[config.mk]
export PLATFORM = sky130hd
export DESIGN_NAME = capture_top
export DESIGN_NICKNAME = d
export VERILOG_FILES = /design/src/common/capture_pkg.sv /design/src/hw/line_tracker.sv /design/src/hw/pixel_packer.sv /design/src/hw/aux_capture.sv /design/src/hw/hex_reporter.sv /design/src/hw/capture_top.sv
export SDC_FILE = /design/constraint.sdc
export NUM_CORES = 1
export LEC_CHECK = 0
export ABC_AREA = 1
export BUFFER_PORTS_ARGS = -buffer_cell sky130_fd_sc_hd__buf_4
export CORE_ASPECT_RATIO = 1.5
export CORE_UTILIZATION = 57
export DETAILED_ROUTE_END_ITERATION = 7
export GPL_ROUTABILITY_DRIVEN = 0
export GPL_TIMING_DRIVEN = 0
export HOLD_SLACK_MARGIN = 0.1
export PLACE_DENSITY = 0.83
export SLEW_MARGIN = 10
export SYNTH_ARGS = -nofsm -noshare
export SYNTH_HDL_FRONTEND = slang
export SYNTH_SLANG_ARGS = --single-unit
[constraint.sdc]
create_clock -name rx0_pclk -period 4.4 [get_ports rx0_pclk]
set_clock_uncertainty 0.05 [all_clocks]
set_input_delay 0.44 -clock rx0_pclk [delete_from_list [all_inputs] [get_ports rx0_pclk]]
set_output_delay 0.44 -clock rx0_pclk [all_outputs]
set_load 0.03 [all_outputs]
[src/common/capture_pkg.sv]
package capture_pkg;

	////////////////////////////////////////
	// Widths with a meaning
	////////////////////////////////////////
	typedef logic [10:0] coord_t;       // Pixel or line counter
	typedef logic [11:0] wide_coord_t;  // Counter as stored in FIFO words
	typedef logic [15:0] blank_pos_t;   // Cycles since vde fell
	typedef logic [7:0]  colour_t;
	typedef logic [3:0]  nibble_t;      // One aux channel
	typedef logic [3:0]  ade_count_t;   // Aux periods per blanking
	typedef logic [7:0]  ascii_t;

	localparam int     ADE_PERIOD_LEN = 32; // Cycles in one aux period
	localparam int     REPORT_DIGITS  = 4;  // Hex digits per report
	localparam ascii_t ASCII_CR       = 8'h0d;
	localparam ascii_t ASCII_LF       = 8'h0a;

	////////////////////////////////////////
	// Records between the stages
	////////////////////////////////////////
	typedef struct packed {
		logic    hsync;
		logic    vsync;
		logic    vde;   // Video data period
		logic    ade;   // Aux data period
		colour_t red;
		colour_t green;
		colour_t blue;
		nibble_t aux0;
		nibble_t aux1;
		nibble_t aux2;
	} tmds_rx_t;

	// Decoded fields one cycle late, with the position counters alongside
	typedef struct packed {
		logic       hsync;
		logic       vsync;
		logic       vde;
		logic       ade;
		colour_t    red;
		colour_t    green;
		colour_t    blue;
		nibble_t    aux0;
		nibble_t    aux1;
		nibble_t    aux2;
		coord_t     hcount;
		coord_t     vcount;
		blank_pos_t pos;
		logic       started;  // Seen active video since reset
	} track_t;

	typedef struct packed {
		wide_coord_t vcount;
		wide_coord_t index;  // Pixel number inside the window
		colour_t     red;
		colour_t     green;
		colour_t     blue;
	} pix_word_t;

	typedef struct packed {
		blank_pos_t pos;
		nibble_t    aux2;
		nibble_t    aux1;
		logic       aux_bit;  // Bit 2 of aux0
	} aux_word_t;

	typedef enum logic [1:0] {
		IDLE,
		DIGITS,
		CR,
		LF
	} report_state_t;

endpackage

[src/hw/line_tracker.sv]
`timescale 1ns/10ps

module line_tracker (
	input  logic                  rx0_pclk,
	input  logic                  RSTBTN,
	input  capture_pkg::tmds_rx_t rx,
	output capture_pkg::track_t   trk
);
	import capture_pkg::*;

	tmds_rx_t   rx_q;        // Previous sample, also the delayed fields
	coord_t     hcount;
	coord_t     vcount;
	blank_pos_t pos;
	logic       started;
	logic       hsync_rise;
	logic       vsync_rise;

	// Edges are taken against the sample of the cycle before
	assign hsync_rise = rx.hsync & ~rx_q.hsync;
	assign vsync_rise = rx.vsync & ~rx_q.vsync;

	always_ff @(posedge rx0_pclk) begin
		rx_q <= rx;  // Levels and pixel data
	end

	////////////////////////////////////////
	// Position counters
	////////////////////////////////////////
	always_ff @(posedge rx0_pclk) begin
		if (RSTBTN) begin
			hcount  <= '0;
			vcount  <= '0;
			pos     <= '0;
			started <= 1'b0;
		end else begin
			if (hsync_rise)
				hcount <= '0;
			else
				hcount <= hcount + 1'b1;

			if (vsync_rise)
				vcount <= '0;  // New frame
			else if (hsync_rise)
				vcount <= vcount + 1'b1;

			if (rx.vde)
				pos <= '0;
			else
				pos <= pos + 1'b1;  // Wraps in long blanking

			if (rx.vde)
				started <= 1'b1;  // Sticky until reset
		end
	end

	// One record, all fields from the same input cycle
	assign trk = '{
		hsync:   rx_q.hsync,
		vsync:   rx_q.vsync,
		vde:     rx_q.vde,
		ade:     rx_q.ade,
		red:     rx_q.red,
		green:   rx_q.green,
		blue:    rx_q.blue,
		aux0:    rx_q.aux0,
		aux1:    rx_q.aux1,
		aux2:    rx_q.aux2,
		hcount:  hcount,
		vcount:  vcount,
		pos:     pos,
		started: started
	};

endmodule

[src/hw/pixel_packer.sv]
`timescale 1ns/10ps

module pixel_packer #(
	parameter int WIN_START = 220,
	parameter int WIN_END   = 1420
) (
	input  logic                   rx0_pclk,
	input  logic                   RSTBTN,
	input  capture_pkg::track_t    trk,
	output capture_pkg::pix_word_t pix_word,
	output logic                   pix_wr
);
	import capture_pkg::*;

	logic        in_window;
	wide_coord_t index;

	////////////////////////////////////////
	// Window and index
	////////////////////////////////////////
	assign in_window = trk.vde
		&& (trk.hcount > coord_t'(WIN_START))
		&& (trk.hcount <= coord_t'(WIN_END));

	// First pixel after WIN_START gets index 0
	assign index = wide_coord_t'(trk.hcount) - wide_coord_t'(WIN_START + 1);

	always_ff @(posedge rx0_pclk) begin
		if (RSTBTN)
			pix_wr <= 1'b0;
		else
			pix_wr <= in_window;  // FIFO write strobe
	end

	always_ff @(posedge rx0_pclk) begin
		pix_word <= '{
			vcount: wide_coord_t'(trk.vcount),
			index:  index,
			red:    trk.red,
			green:  trk.green,
			blue:   trk.blue
		};
	end

endmodule

[src/hw/aux_capture.sv]
`timescale 1ns/10ps

module aux_capture (
	input  logic                    rx0_pclk,
	input  logic                    RSTBTN,
	input  capture_pkg::track_t     trk,
	output capture_pkg::aux_word_t  aux_word,
	output logic                    aux_wr,
	output capture_pkg::ade_count_t ade_num,
	output logic                    period_start,
	output capture_pkg::blank_pos_t start_pos
);
	import capture_pkg::*;

	localparam int PCNT_W = $clog2(ADE_PERIOD_LEN);

	logic              vde_q;
	logic [PCNT_W-1:0] period_cnt;  // Cycle inside current aux period
	ade_count_t        ade_run;     // Periods seen in this blanking
	logic              at_start;
	logic              vde_rise;

	assign at_start = trk.ade && (period_cnt == '0);
	assign vde_rise = trk.vde & ~vde_q & trk.started;  // End of blanking

	////////////////////////////////////////
	// Period counting
	////////////////////////////////////////
	always_ff @(posedge rx0_pclk) begin
		if (RSTBTN) begin
			vde_q        <= 1'b0;
			period_cnt   <= '0;
			ade_run      <= '0;
			ade_num      <= '0;
			period_start <= 1'b0;
			aux_wr       <= 1'b0;
		end else begin
			vde_q        <= trk.vde;
			period_start <= at_start;
			aux_wr       <= trk.ade & trk.started;

			if (!trk.ade)
				period_cnt <= '0;
			else if (period_cnt == PCNT_W'(ADE_PERIOD_LEN - 1))
				period_cnt <= '0;
			else
				period_cnt <= period_cnt + 1'b1;

			// Latch and restart the count when video resumes
			if (vde_rise) begin
				ade_num <= ade_run;
				ade_run <= '0;
			end else if (at_start) begin
				ade_run <= ade_run + 1'b1;
			end
		end
	end

	////////////////////////////////////////
	// Aux words
	////////////////////////////////////////
	always_ff @(posedge rx0_pclk) begin
		aux_word <= '{
			pos:     trk.pos,
			aux2:    trk.aux2,
			aux1:    trk.aux1,
			aux_bit: trk.aux0[2]
		};
		start_pos <= trk.pos;  // Blanking position of this cycle
	end

endmodule

[src/hw/hex_reporter.sv]
`timescale 1ns/10ps

module hex_reporter (
	input  logic                    rx0_pclk,
	input  logic                    RSTBTN,
	input  logic                    period_start,
	input  capture_pkg::blank_pos_t start_pos,
	output capture_pkg::ascii_t     report_byte,
	output logic                    report_wr
);
	import capture_pkg::*;

	localparam int CNT_W = $clog2(REPORT_DIGITS);
	localparam int TOP   = $bits(blank_pos_t) - 1;

	report_state_t    state;
	blank_pos_t       shift_q;    // Remaining digits, next one on top
	logic [CNT_W-1:0] digit_cnt;  // Digits already sent

	// Nibble to uppercase hex character
	function automatic ascii_t to_ascii(input nibble_t n);
		if (n < nibble_t'(10))
			return ascii_t'(n) + 8'h30;  // '0'..'9'
		return ascii_t'(n) + 8'h37;      // 'A'..'F'
	endfunction

	////////////////////////////////////////
	// Report FSM
	////////////////////////////////////////
	always_ff @(posedge rx0_pclk) begin
		if (RSTBTN) begin
			state     <= IDLE;
			digit_cnt <= '0;
			report_wr <= 1'b0;
		end else begin
			report_wr <= (state != IDLE) || period_start;
			unique case (state)
				IDLE: begin
					if (period_start) begin  // Later starts wait for IDLE
						state     <= DIGITS;
						digit_cnt <= CNT_W'(1);
					end
				end
				DIGITS: begin
					if (digit_cnt == CNT_W'(REPORT_DIGITS - 1)) begin
						state     <= CR;
						digit_cnt <= '0;
					end else begin
						digit_cnt <= digit_cnt + 1'b1;
					end
				end
				CR: state <= LF;
				LF: state <= IDLE;
				default: state <= IDLE;
			endcase
		end
	end

	////////////////////////////////////////
	// Output byte and digit shifter
	////////////////////////////////////////
	always_ff @(posedge rx0_pclk) begin
		unique case (state)
			IDLE: begin
				// First digit goes straight out of the captured position
				report_byte <= to_ascii(start_pos[TOP -: 4]);
				shift_q     <= start_pos << 4;
			end
			DIGITS: begin
				report_byte <= to_ascii(shift_q[TOP -: 4]);
				shift_q     <= shift_q << 4;
			end
			CR: report_byte <= ASCII_CR;
			LF: report_byte <= ASCII_LF;
			default: report_byte <= ASCII_LF;
		endcase
	end

endmodule

[src/hw/capture_top.sv]
`timescale 1ns/10ps

module capture_top #(
	parameter int WIN_START = 220,  // Last hcount before the window
	parameter int WIN_END   = 1420  // Last hcount inside the window
) (
	input  logic                   rx0_pclk,
	input  logic                   RSTBTN,
	input  capture_pkg::tmds_rx_t  rx,
	output capture_pkg::pix_word_t pix_word,
	output logic                   pix_wr,
	output capture_pkg::aux_word_t aux_word,
	output logic                   aux_wr,
	output capture_pkg::ade_count_t ade_num,
	output capture_pkg::ascii_t    report_byte,
	output logic                   report_wr
);
	import capture_pkg::*;

	track_t     trk;           // Aligned record from stage 1
	logic       period_start;  // One pulse per aux period
	blank_pos_t start_pos;

	////////////////////////////////////////
	// Stage 1, position tracking
	////////////////////////////////////////
	line_tracker u_line_tracker (
		.rx0_pclk (rx0_pclk),
		.RSTBTN   (RSTBTN),
		.rx       (rx),
		.trk      (trk)
	);

	////////////////////////////////////////
	// Stage 2, video and aux packing
	////////////////////////////////////////
	pixel_packer #(
		.WIN_START (WIN_START),
		.WIN_END   (WIN_END)
	) u_pixel_packer (
		.rx0_pclk (rx0_pclk),
		.RSTBTN   (RSTBTN),
		.trk      (trk),
		.pix_word (pix_word),
		.pix_wr   (pix_wr)
	);

	aux_capture u_aux_capture (
		.rx0_pclk     (rx0_pclk),
		.RSTBTN       (RSTBTN),
		.trk          (trk),
		.aux_word     (aux_word),
		.aux_wr       (aux_wr),
		.ade_num      (ade_num),
		.period_start (period_start),
		.start_pos    (start_pos)
	);

	////////////////////////////////////////
	// Stage 3, ASCII report
	////////////////////////////////////////
	hex_reporter u_hex_reporter (
		.rx0_pclk     (rx0_pclk),
		.RSTBTN       (RSTBTN),
		.period_start (period_start),
		.start_pos    (start_pos),
		.report_byte  (report_byte),
		.report_wr    (report_wr)
	);

endmodule

After elaboration in Yosys (flattened, before gate mapping):

Index checks and enable logic that the tools add are counted.

* flip-flop bits (word level): 196

* add/sub/neg operators: 11
* order comparisons: 4
* bitwise logic cells: 9
* muxes and demuxes: 15
* reductions and logical operators: 15
* equality and inequality tests: 7

Operators by type and width (number)
* $mux W8: 4
* $pmux W16 S2: 1
* $pmux W8 S4: 1
* $add A4 B6 Y7 const B: 4
* $add A11 B1 Y11 const B: 2
* $add A16 B1 Y16 const B: 1
* $sub A11 B8 Y12 const B: 1
* $gt A11 B8 Y1 const B: 1
* $le A11 B11 Y1 const B: 1
* $lt A4 B4 Y1 const B: 2
* $pmux W2 S4: 1
* $reduce_or A2 Y1: 4
* $eq A2 B2 Y1 const B: 3
* $mux W2: 3
* $add A5 B1 Y5 const B: 1
* $and A1 B1 Y1: 5
* $eq A5 B5 Y1 const B: 1
* $logic_not A5 Y1: 1
* $add A4 B1 Y4 const B: 1
* $mux W1: 4
* $not A1 Y1: 4
* $pmux W2 S2: 1
* $reduce_and A2 Y1: 2
* $reduce_bool A2 Y1: 2
* 8 further kinds: 10

Depth between registers and ports, before layout:

Gate-level depths: netlist of the first run.

* word-level depth: 5
* depth in mapped cells: 8
* depth with buffers taken out: 8

Cells and area by module:

Synthesis of the first run repeated with hierarchy kept, for this count alone.

* cells, all modules: 718
* area total of the unflattened synthesis: 6562.5 um^2

Modules (own cells, without submodules)
* line_tracker: seq. area each 1581.5 um^2, cells each 308, area an instance 2655.0 um^2, instances 1
* pixel_packer: seq. area each 960.9 um^2, cells each 130, area an instance 1390.1 um^2, instances 1
* aux_capture: seq. area each 820.8 um^2, cells each 127, area an instance 1290.0 um^2, instances 1
* hex_reporter: seq. area each 600.6 um^2, cells each 153, area an instance 1227.4 um^2, instances 1

Worst setup path before layout of the first run:

No wires, ideal clock.

* path type: reg-to-reg
* from: register u_hex_reporter.state[0]
* to: register u_hex_reporter.digit_cnt[0]
* stages on the path, launching flop included: 9
* buffers on the path: 1
* path slack: 2805 ps
* data arrival time: 1424 ps
* library setup time: 120 ps
* path through: dfxtp_1 inv_1 ha_1 clkbuf_2 inv_1 nand2_1 nand2_1 nor3_1 nor3_1

* longest elaborated chain between the ends: 3
* elaborated cells on any way between the ends: 6

Ends and longest elaborated chain
* start: declaration: RTL line hex_reporter.sv:16 `report_state_t state;`
* start signal: assignment: RTL line hex_reporter.sv:32 `state <= IDLE;`
* start signal: assignment: RTL line hex_reporter.sv:40 `state <= DIGITS;`
* start signal: assignment: RTL line hex_reporter.sv:46 `state <= CR;`
* $eq A2 B1 Y1 or $logic_not A2 Y1 (tied branches)
* $reduce_bool A2 Y1 (no source line) or $ne A2 B2 Y1 (tied branches)
* $reduce_and A2 Y1 (no source line)
* end signal: assignment: RTL line hex_reporter.sv:49 `digit_cnt <= digit_cnt + 1'b1;`
* end: declaration: RTL line hex_reporter.sv:18 `logic [CNT_W-1:0] digit_cnt;`

Parallel ways exist; a longest one is shown, timed or not.
A chain may end at the register's enable or synchronous reset.

Worst setup path in the final report of the first run:

Ends and elaborated chain as after synthesis.

==> reports/metrics.yaml, run 1 <==
met2_length_um: 7650
path_clk_slew_ns: 0.07
rows: 45
portBuffers: 124
r2r-start: "u_hex_reporter.state[0]"
slowest_delay_ns: 0.45
cp.required_ns: 4.65
critical_path_class: "reg2reg"
setup_viol: 0
peakVddDrop_mv: 0.4207
drt-wirelength-per-cell_um: 13.91
yosysWarnings: 0
routed_wl_um: 13360
coreArea_um2: 10190
ys_ff_latch: 189
antenna_cells: 0
final_common_cell: "dfxtp_1"
finalSetupTns_ns: 0
postCtsResizedCells: 0
cts_tree: "built"
synth_cell_types: 42
top_layer_used: "met4"
final_cell_mix: "177 x dfxtp_1, 127 x buf_4, 114 x nand2_1"
p_per_area_nw_per_um2: 500.0
worst_slew_margin_rel: 0.6080
final-hold-violation-count: 0
rsz0062_at_grt: "false"
synthCells: 625
drive_gt1_frac: 0.2234
clk_latency_ns: 0.42
grt_first_pass_wirelength_um: 21370
numCtsBuffers: 17
antenna_found_initial: 0
ant_nets: 0
cp-end-kind: "register"
vias_per_cell: 4.881
timing.fmax_mhz: 497.3
met3WireLength_um: 496
r2r_setup_slack_ns: 2.39
arrival_ns: 2.27
synth_ff_type: "dfxtp_1"
power.total_mw: 4.058
layout.nets: 864
avgSynthCellArea_um2: 9.661
hold_depth: 0
hold_path_class: "reg2reg"
cp_cell_sequence: "inv_1 > ha_1 > clkbuf_2 > inv_1 > nand2_1 > nand2_1 > nor3_1 > nor3_1"
synth_seq_area_share: 0.6465
cts.sinks: 189
finalCritPeriodShare: 0.4570
ios: 130
root_buffer: "clkbuf_16"
power_leakage_nw: 3.557
synth_edf_count: 12
h-tree-depth: 4
max-cap-violations: 0
dp_hpwl_um: 8710
firstDrtPassIters: 4
grt_max_degree: 20
initial_utilization: 0.5925
vias: 4686
gr-total-overflow: 0
rr_worst_depth: 8
fillers: 634
cp-start-kind: "register"
synthArstFlopShare: 0
slowest_stage: "nand2_1"
grt_util_all_layers: 0.2523
hold_path_end: "u_pixel_packer.pix_word[16]"
m1WireLength_um: 4896
drc_errors: 0
drv_slew: 0
die_y_um: 128.1
syn_to_final_growth_pct: 34.40
drt_iter0_markers: 150
worst_slew_pin_slew_ns: 0.5859
synth_area_um2: 6038
grt_pass1_vias: 4836
worstHoldStart: "u_line_tracker.trk[67]"
r2r-end: "u_hex_reporter.digit_cnt[0]"
status: "finished clean"
cp_max_fo: 14
clk_path_buf_depth: 2
die_w_um: 86.04
period_minus_slack_ns: 2.011
dieArea_um2: 11020
layer usage:
metal	GRT usage	vias up
met4	0.1176	0
met3	0.06246	24
met1	0.2428	2185
met5	0	-
met2	0.4893	114
li1	-	2363
state kept, by name (all words and copies together) (netlist names):
| register | flops |
|---|---|
| u_line_tracker.hcount | 11 |
| u_aux_capture.ade_run | 4 |
| u_line_tracker.started | 1 |
| u_pixel_packer.pix_wr | 1 |
| u_line_tracker.pos | 16 |
| u_aux_capture.vde_q | 1 |
| u_hex_reporter.digit_cnt | 2 |
| u_line_tracker.trk | 37 |
| u_hex_reporter.report_byte | 7 |
| u_hex_reporter.shift_q | 12 |
| u_aux_capture.aux_word | 25 |
| u_pixel_packer.pix_word | 47 |
| u_aux_capture.ade_num | 4 |
| u_line_tracker.vcount | 11 |
| u_hex_reporter.state | 2 |
| u_hex_reporter.report_wr | 1 |
| u_aux_capture.period_start | 1 |
| u_aux_capture.aux_wr | 1 |
| u_aux_capture.period_cnt | 5 |
synth_stat cells, types with 2 or more instances:
cell | count | area [um^2]
dfxtp_1 | 177 | 3543
nand2_1 | 114 | 427.9
inv_1 | 74 | 277.8
nor2_1 | 56 | 210.2
a21oi_1 | 50 | 250.2
o21ai_0 | 30 | 150.1
nand3_1 | 19 | 95.09
ha_1 | 16 | 200.2
edfxtp_1 | 12 | 360.4
nor3_1 | 12 | 60.06
nand3b_1 | 5 | 37.54
nand4_1 | 5 | 31.28
xor2_1 | 5 | 43.79
nand2_2 | 4 | 25.02
nor2_2 | 4 | 25.02
o21ai_1 | 4 | 20.02
buf_2 | 3 | 15.01
buf_4 | 3 | 22.52
inv_2 | 3 | 11.26
nor2_4 | 2 | 22.52
nor3b_1 | 2 | 15.01
o21a_1 | 2 | 15.01
o21ai_2 | 2 | 17.52
o21bai_1 | 2 | 15.01
or2_0 | 2 | 12.51
worst max-delay path, delay by kind of cell (launching register included):
kind / cells / cell delay, ns
adders and majority gates: 1 / 0.17
and+or+nand+nor: 4 / 0.87
buffers and inverters: 3 / 0.47
DFF: 1 / 0.34
metrics by stage:
step	cells	util	hold slack [ns]	instance area, um^2	setup slack (ns)
after floorplan	626	-	0.2596	6042	2.805
final	960	0.7963	0.2794	8115	2.389
after CTS	960	0.7963	0.2782	8115	2.379
after global placement	891	0.7015	0.2598	7149	2.596
after global routing	960	0.7963	0.2871	8115	2.166
after detailed placement	891	0.7015	0.2621	7149	2.445
worst max-delay path by stage:
stage                                  from                          end  slack [ns]  depth (start not counted)
finish              u_hex_reporter.state[0]  u_hex_reporter.digit_cnt[0]        2.39                          8
global route        u_hex_reporter.state[0]  u_hex_reporter.digit_cnt[0]        2.17                          8
CTS                 u_hex_reporter.state[0]  u_hex_reporter.digit_cnt[0]        2.38                          8
detailed placement  u_hex_reporter.state[0]  u_hex_reporter.digit_cnt[0]        2.45                          8
global placement    u_hex_reporter.state[0]  u_hex_reporter.digit_cnt[0]        2.60                          8
floorplan           u_hex_reporter.state[0]  u_hex_reporter.digit_cnt[0]        2.81                          8
cells by family after synthesis:
kind of cell	synth area share
other cells	0.0006210
simple gates	0.1689
compound gates	0.08599
xor+xnor	0.008703
flops	0.6465
buf+inv	0.05615
fa+ha+maj	0.03315
cell type report:
| class | instances | area (um^2) | share of cell area |
|---|---|---|---|
| clock inverter | 15 | 170.2 | 0.02097 |
| clock buffer | 17 | 425.4 | 0.05242 |
| buffer | 8 | 46.29 | 0.005705 |
| sequential | 189 | 3904 | 0.4810 |
| multi-input combinational | 351 | 1799 | 0.2217 |
| inverter | 78 | 292.8 | 0.03608 |
| timing repair buffer | 161 | 1301 | 0.1603 |
| tap | 141 | 176.4 | 0.02174 |
report_power, final:
group,internal (mW),leakage [nW],switching [mW],total [mW]
registers,1.89,1.59,0.0598,1.95
clock network,0.813,0.296,0.707,1.52
logic,0.211,1.67,0.378,0.589
total,2.91,3.56,1.14,4.06
repair_timing:
| action | 4_1_cts | 5_1_grt |
|---|---|---|
| buffers inserted | 0 | 0 |
| endpoints found under the hold margin | 37 | 0 |
| hold buffers | 37 | 0 |
| endpoints found under the setup margin | 0 | 0 |
Note: power is estimated with default switching activity, not from simulation.
==> run 2, diff against run 1 <==
CORE_UTILIZATION = 48   (was 57)
PLACE_DENSITY = 0.75   (was 0.83)
clock period = 1.8 ns   (was 4.4 ns; I/O delays follow)
==> run 2 against run 1 <==
  * Via count fell by 0.34%
  * Combinational power grew to 2.6 times the previous value
  * Non-clock buffer count rose by 2
  * Hold slack got worse by 0.0052 ns
  * Sequential power grew 140%
  * Register-to-register slack got worse by 2.3 ns
  * Wire length fell by 11%
  * Largest cell class unchanged
  * Highest routed layer unchanged
==> reports/metrics.yaml, run 2 (synthesis results as in run 1) <==
rsz0062_at_grt: "true"
peakVddDrop_mv: 0.8103
cts.sinks: 189
clk_path_buf_depth: 2
path_clk_slew_ns: 0.07
place_ws_ns: -0.1312
cp.required_ns: 2.06
top_register: "u_pixel_packer.pix_word"
grt_util_all_layers: 0.1914
final_cells: 974
antenna_cells: 0
ios: 130
final_cell_mix: "177 x dfxtp_1, 128 x buf_4, 113 x nand2_1"
finalSetupTns_ns: 0
slowest_stage: "dfxtp_1"
drt-wirelength-per-cell_um: 12.25
antenna_found_initial: 0
finalCritPeriodShare: 0.9475
layout.nets: 866
p_per_area_nw_per_um2: 1249
rows: 49
die_y_um: 139.4
final-hold-violation-count: 0
syn_to_final_growth_pct: 36.24
initial_utilization: 0.4974
drc_errors: 0
top_regs: "u_pixel_packer.pix_word (47), u_line_tracker.trk (37), u_aux_capture.aux_word (25)"
worst_slack_ns: 0.09448
vias: 4670
clk_latency_ns: 0.42
dpl.cell_count: 903
dp_hpwl_um: 8108
cp-start-kind: "register"
cts_tree: "built"
cp-end-kind: "register"
power_leakage_nw: 3.581
drv_slew: 0
gr-total-overflow: 0
cp_max_fo: 10
cp_cell_sequence: "inv_1 > ha_1 > buf_2 > inv_1 > clkbuf_4 > a21oi_1 > o21ai_0 > a21oi_1"
setup_viol: 0
grt_pass1_vias: 4624
grt_first_pass_wirelength_um: 19600
power.total_mw: 10.27
worst_slew_margin_rel: 0.6168
critical_path_class: "reg2reg"
grt_max_degree: 20
drt_iter0_markers: 153
die_w_um: 93.58
numCtsBuffers: 17
final_common_cell: "dfxtp_1"
slowest_delay_ns: 0.37
dieArea_um2: 13040
status: "finished clean"
period_minus_slack_ns: 1.706
largest_reg_flops: 47
routed_wl_um: 11930
firstDrtPassIters: 4
timing.fmax_mhz: 586.3
arrival_ns: 1.97
coreArea_um2: 12140
max-cap-violations: 0
hold_ws_ns: 0.2742
ant_nets: 0
worst_slew_pin_slew_ns: 0.5726
drive_gt1_frac: 0.2266
vias_per_cell: 4.795
portBuffers: 124
root_buffer: "clkbuf_16"
hold_path_class: "reg2reg"
h-tree-depth: 4
==> run 2: path summary, 6_finish.rpt <==
| kind | slack [ns] | start | depth (start not counted) | to |
|---|---|---|---|---|
| worst max register to register | 0.09 | u_hex_reporter.state[1] | 8 | u_hex_reporter.report_byte[0] |
| worst max-delay path | 0.09 | u_hex_reporter.state[1] | 8 | u_hex_reporter.report_byte[0] |
| worst min-delay path | 0.27 | u_line_tracker.trk[51] | 0 | u_pixel_packer.pix_word[0] |
| worst min register to register | 0.27 | u_line_tracker.trk[51] | 0 | u_pixel_packer.pix_word[0] |
==> run 2: layout make-up <==
cell class	count	area, um^2
Buffer	8	51.30
Sequential cell	189	3904
Clock inverter	15	224.0
Multi-Input combinational cell	351	1815
Timing Repair Buffer	163	1319
Fill cell	941	3913
Clock buffer	17	425.4
Inverter	78	296.5
Tap cell	153	191.4
==> run 2: repair_timing <==
item	4_1_cts	5_1_grt
buffers inserted	0	1
hold endpoints to repair	45	0
gates resized for setup	2	5
hold buffers	38	0
setup endpoints to repair	14	3
==> run 2: power by group <==
part           internal, mW  leakage, nW  switching, mW  total, mW
Clock                  2.27        0.313           1.72       3.99
Combinational         0.570         1.68          0.957       1.53
Sequential             4.62         1.59          0.141       4.76
==> run 2: metrics by stage <==
stage                     utilization  area, um^2
after floorplan                     -        6042
after global placement         0.5902        7164
after detailed placement       0.5902        7164
after CTS                      0.6756        8202
after global routing           0.6777        8227
final                          0.6777        8227
==> run 2: worst max-delay path, delay by kind of cell, from the launching register on <==
family	cells	cell delay [ns]
buffers and inverters	4	0.78
flip-flops	1	0.37
adder cells (fa/ha/maj)	1	0.19
AO/OA/AOI/OAI	3	0.22
==> run 2: layer usage <==
layer,part of all wire,vias up,track usage
met1,0.38,2161,0.1982
met5,0,-,0
met4,0.021,0,0.08583
li1,-,2357,-
met2,0.55,126,0.3464
met3,0.049,26,0.05956
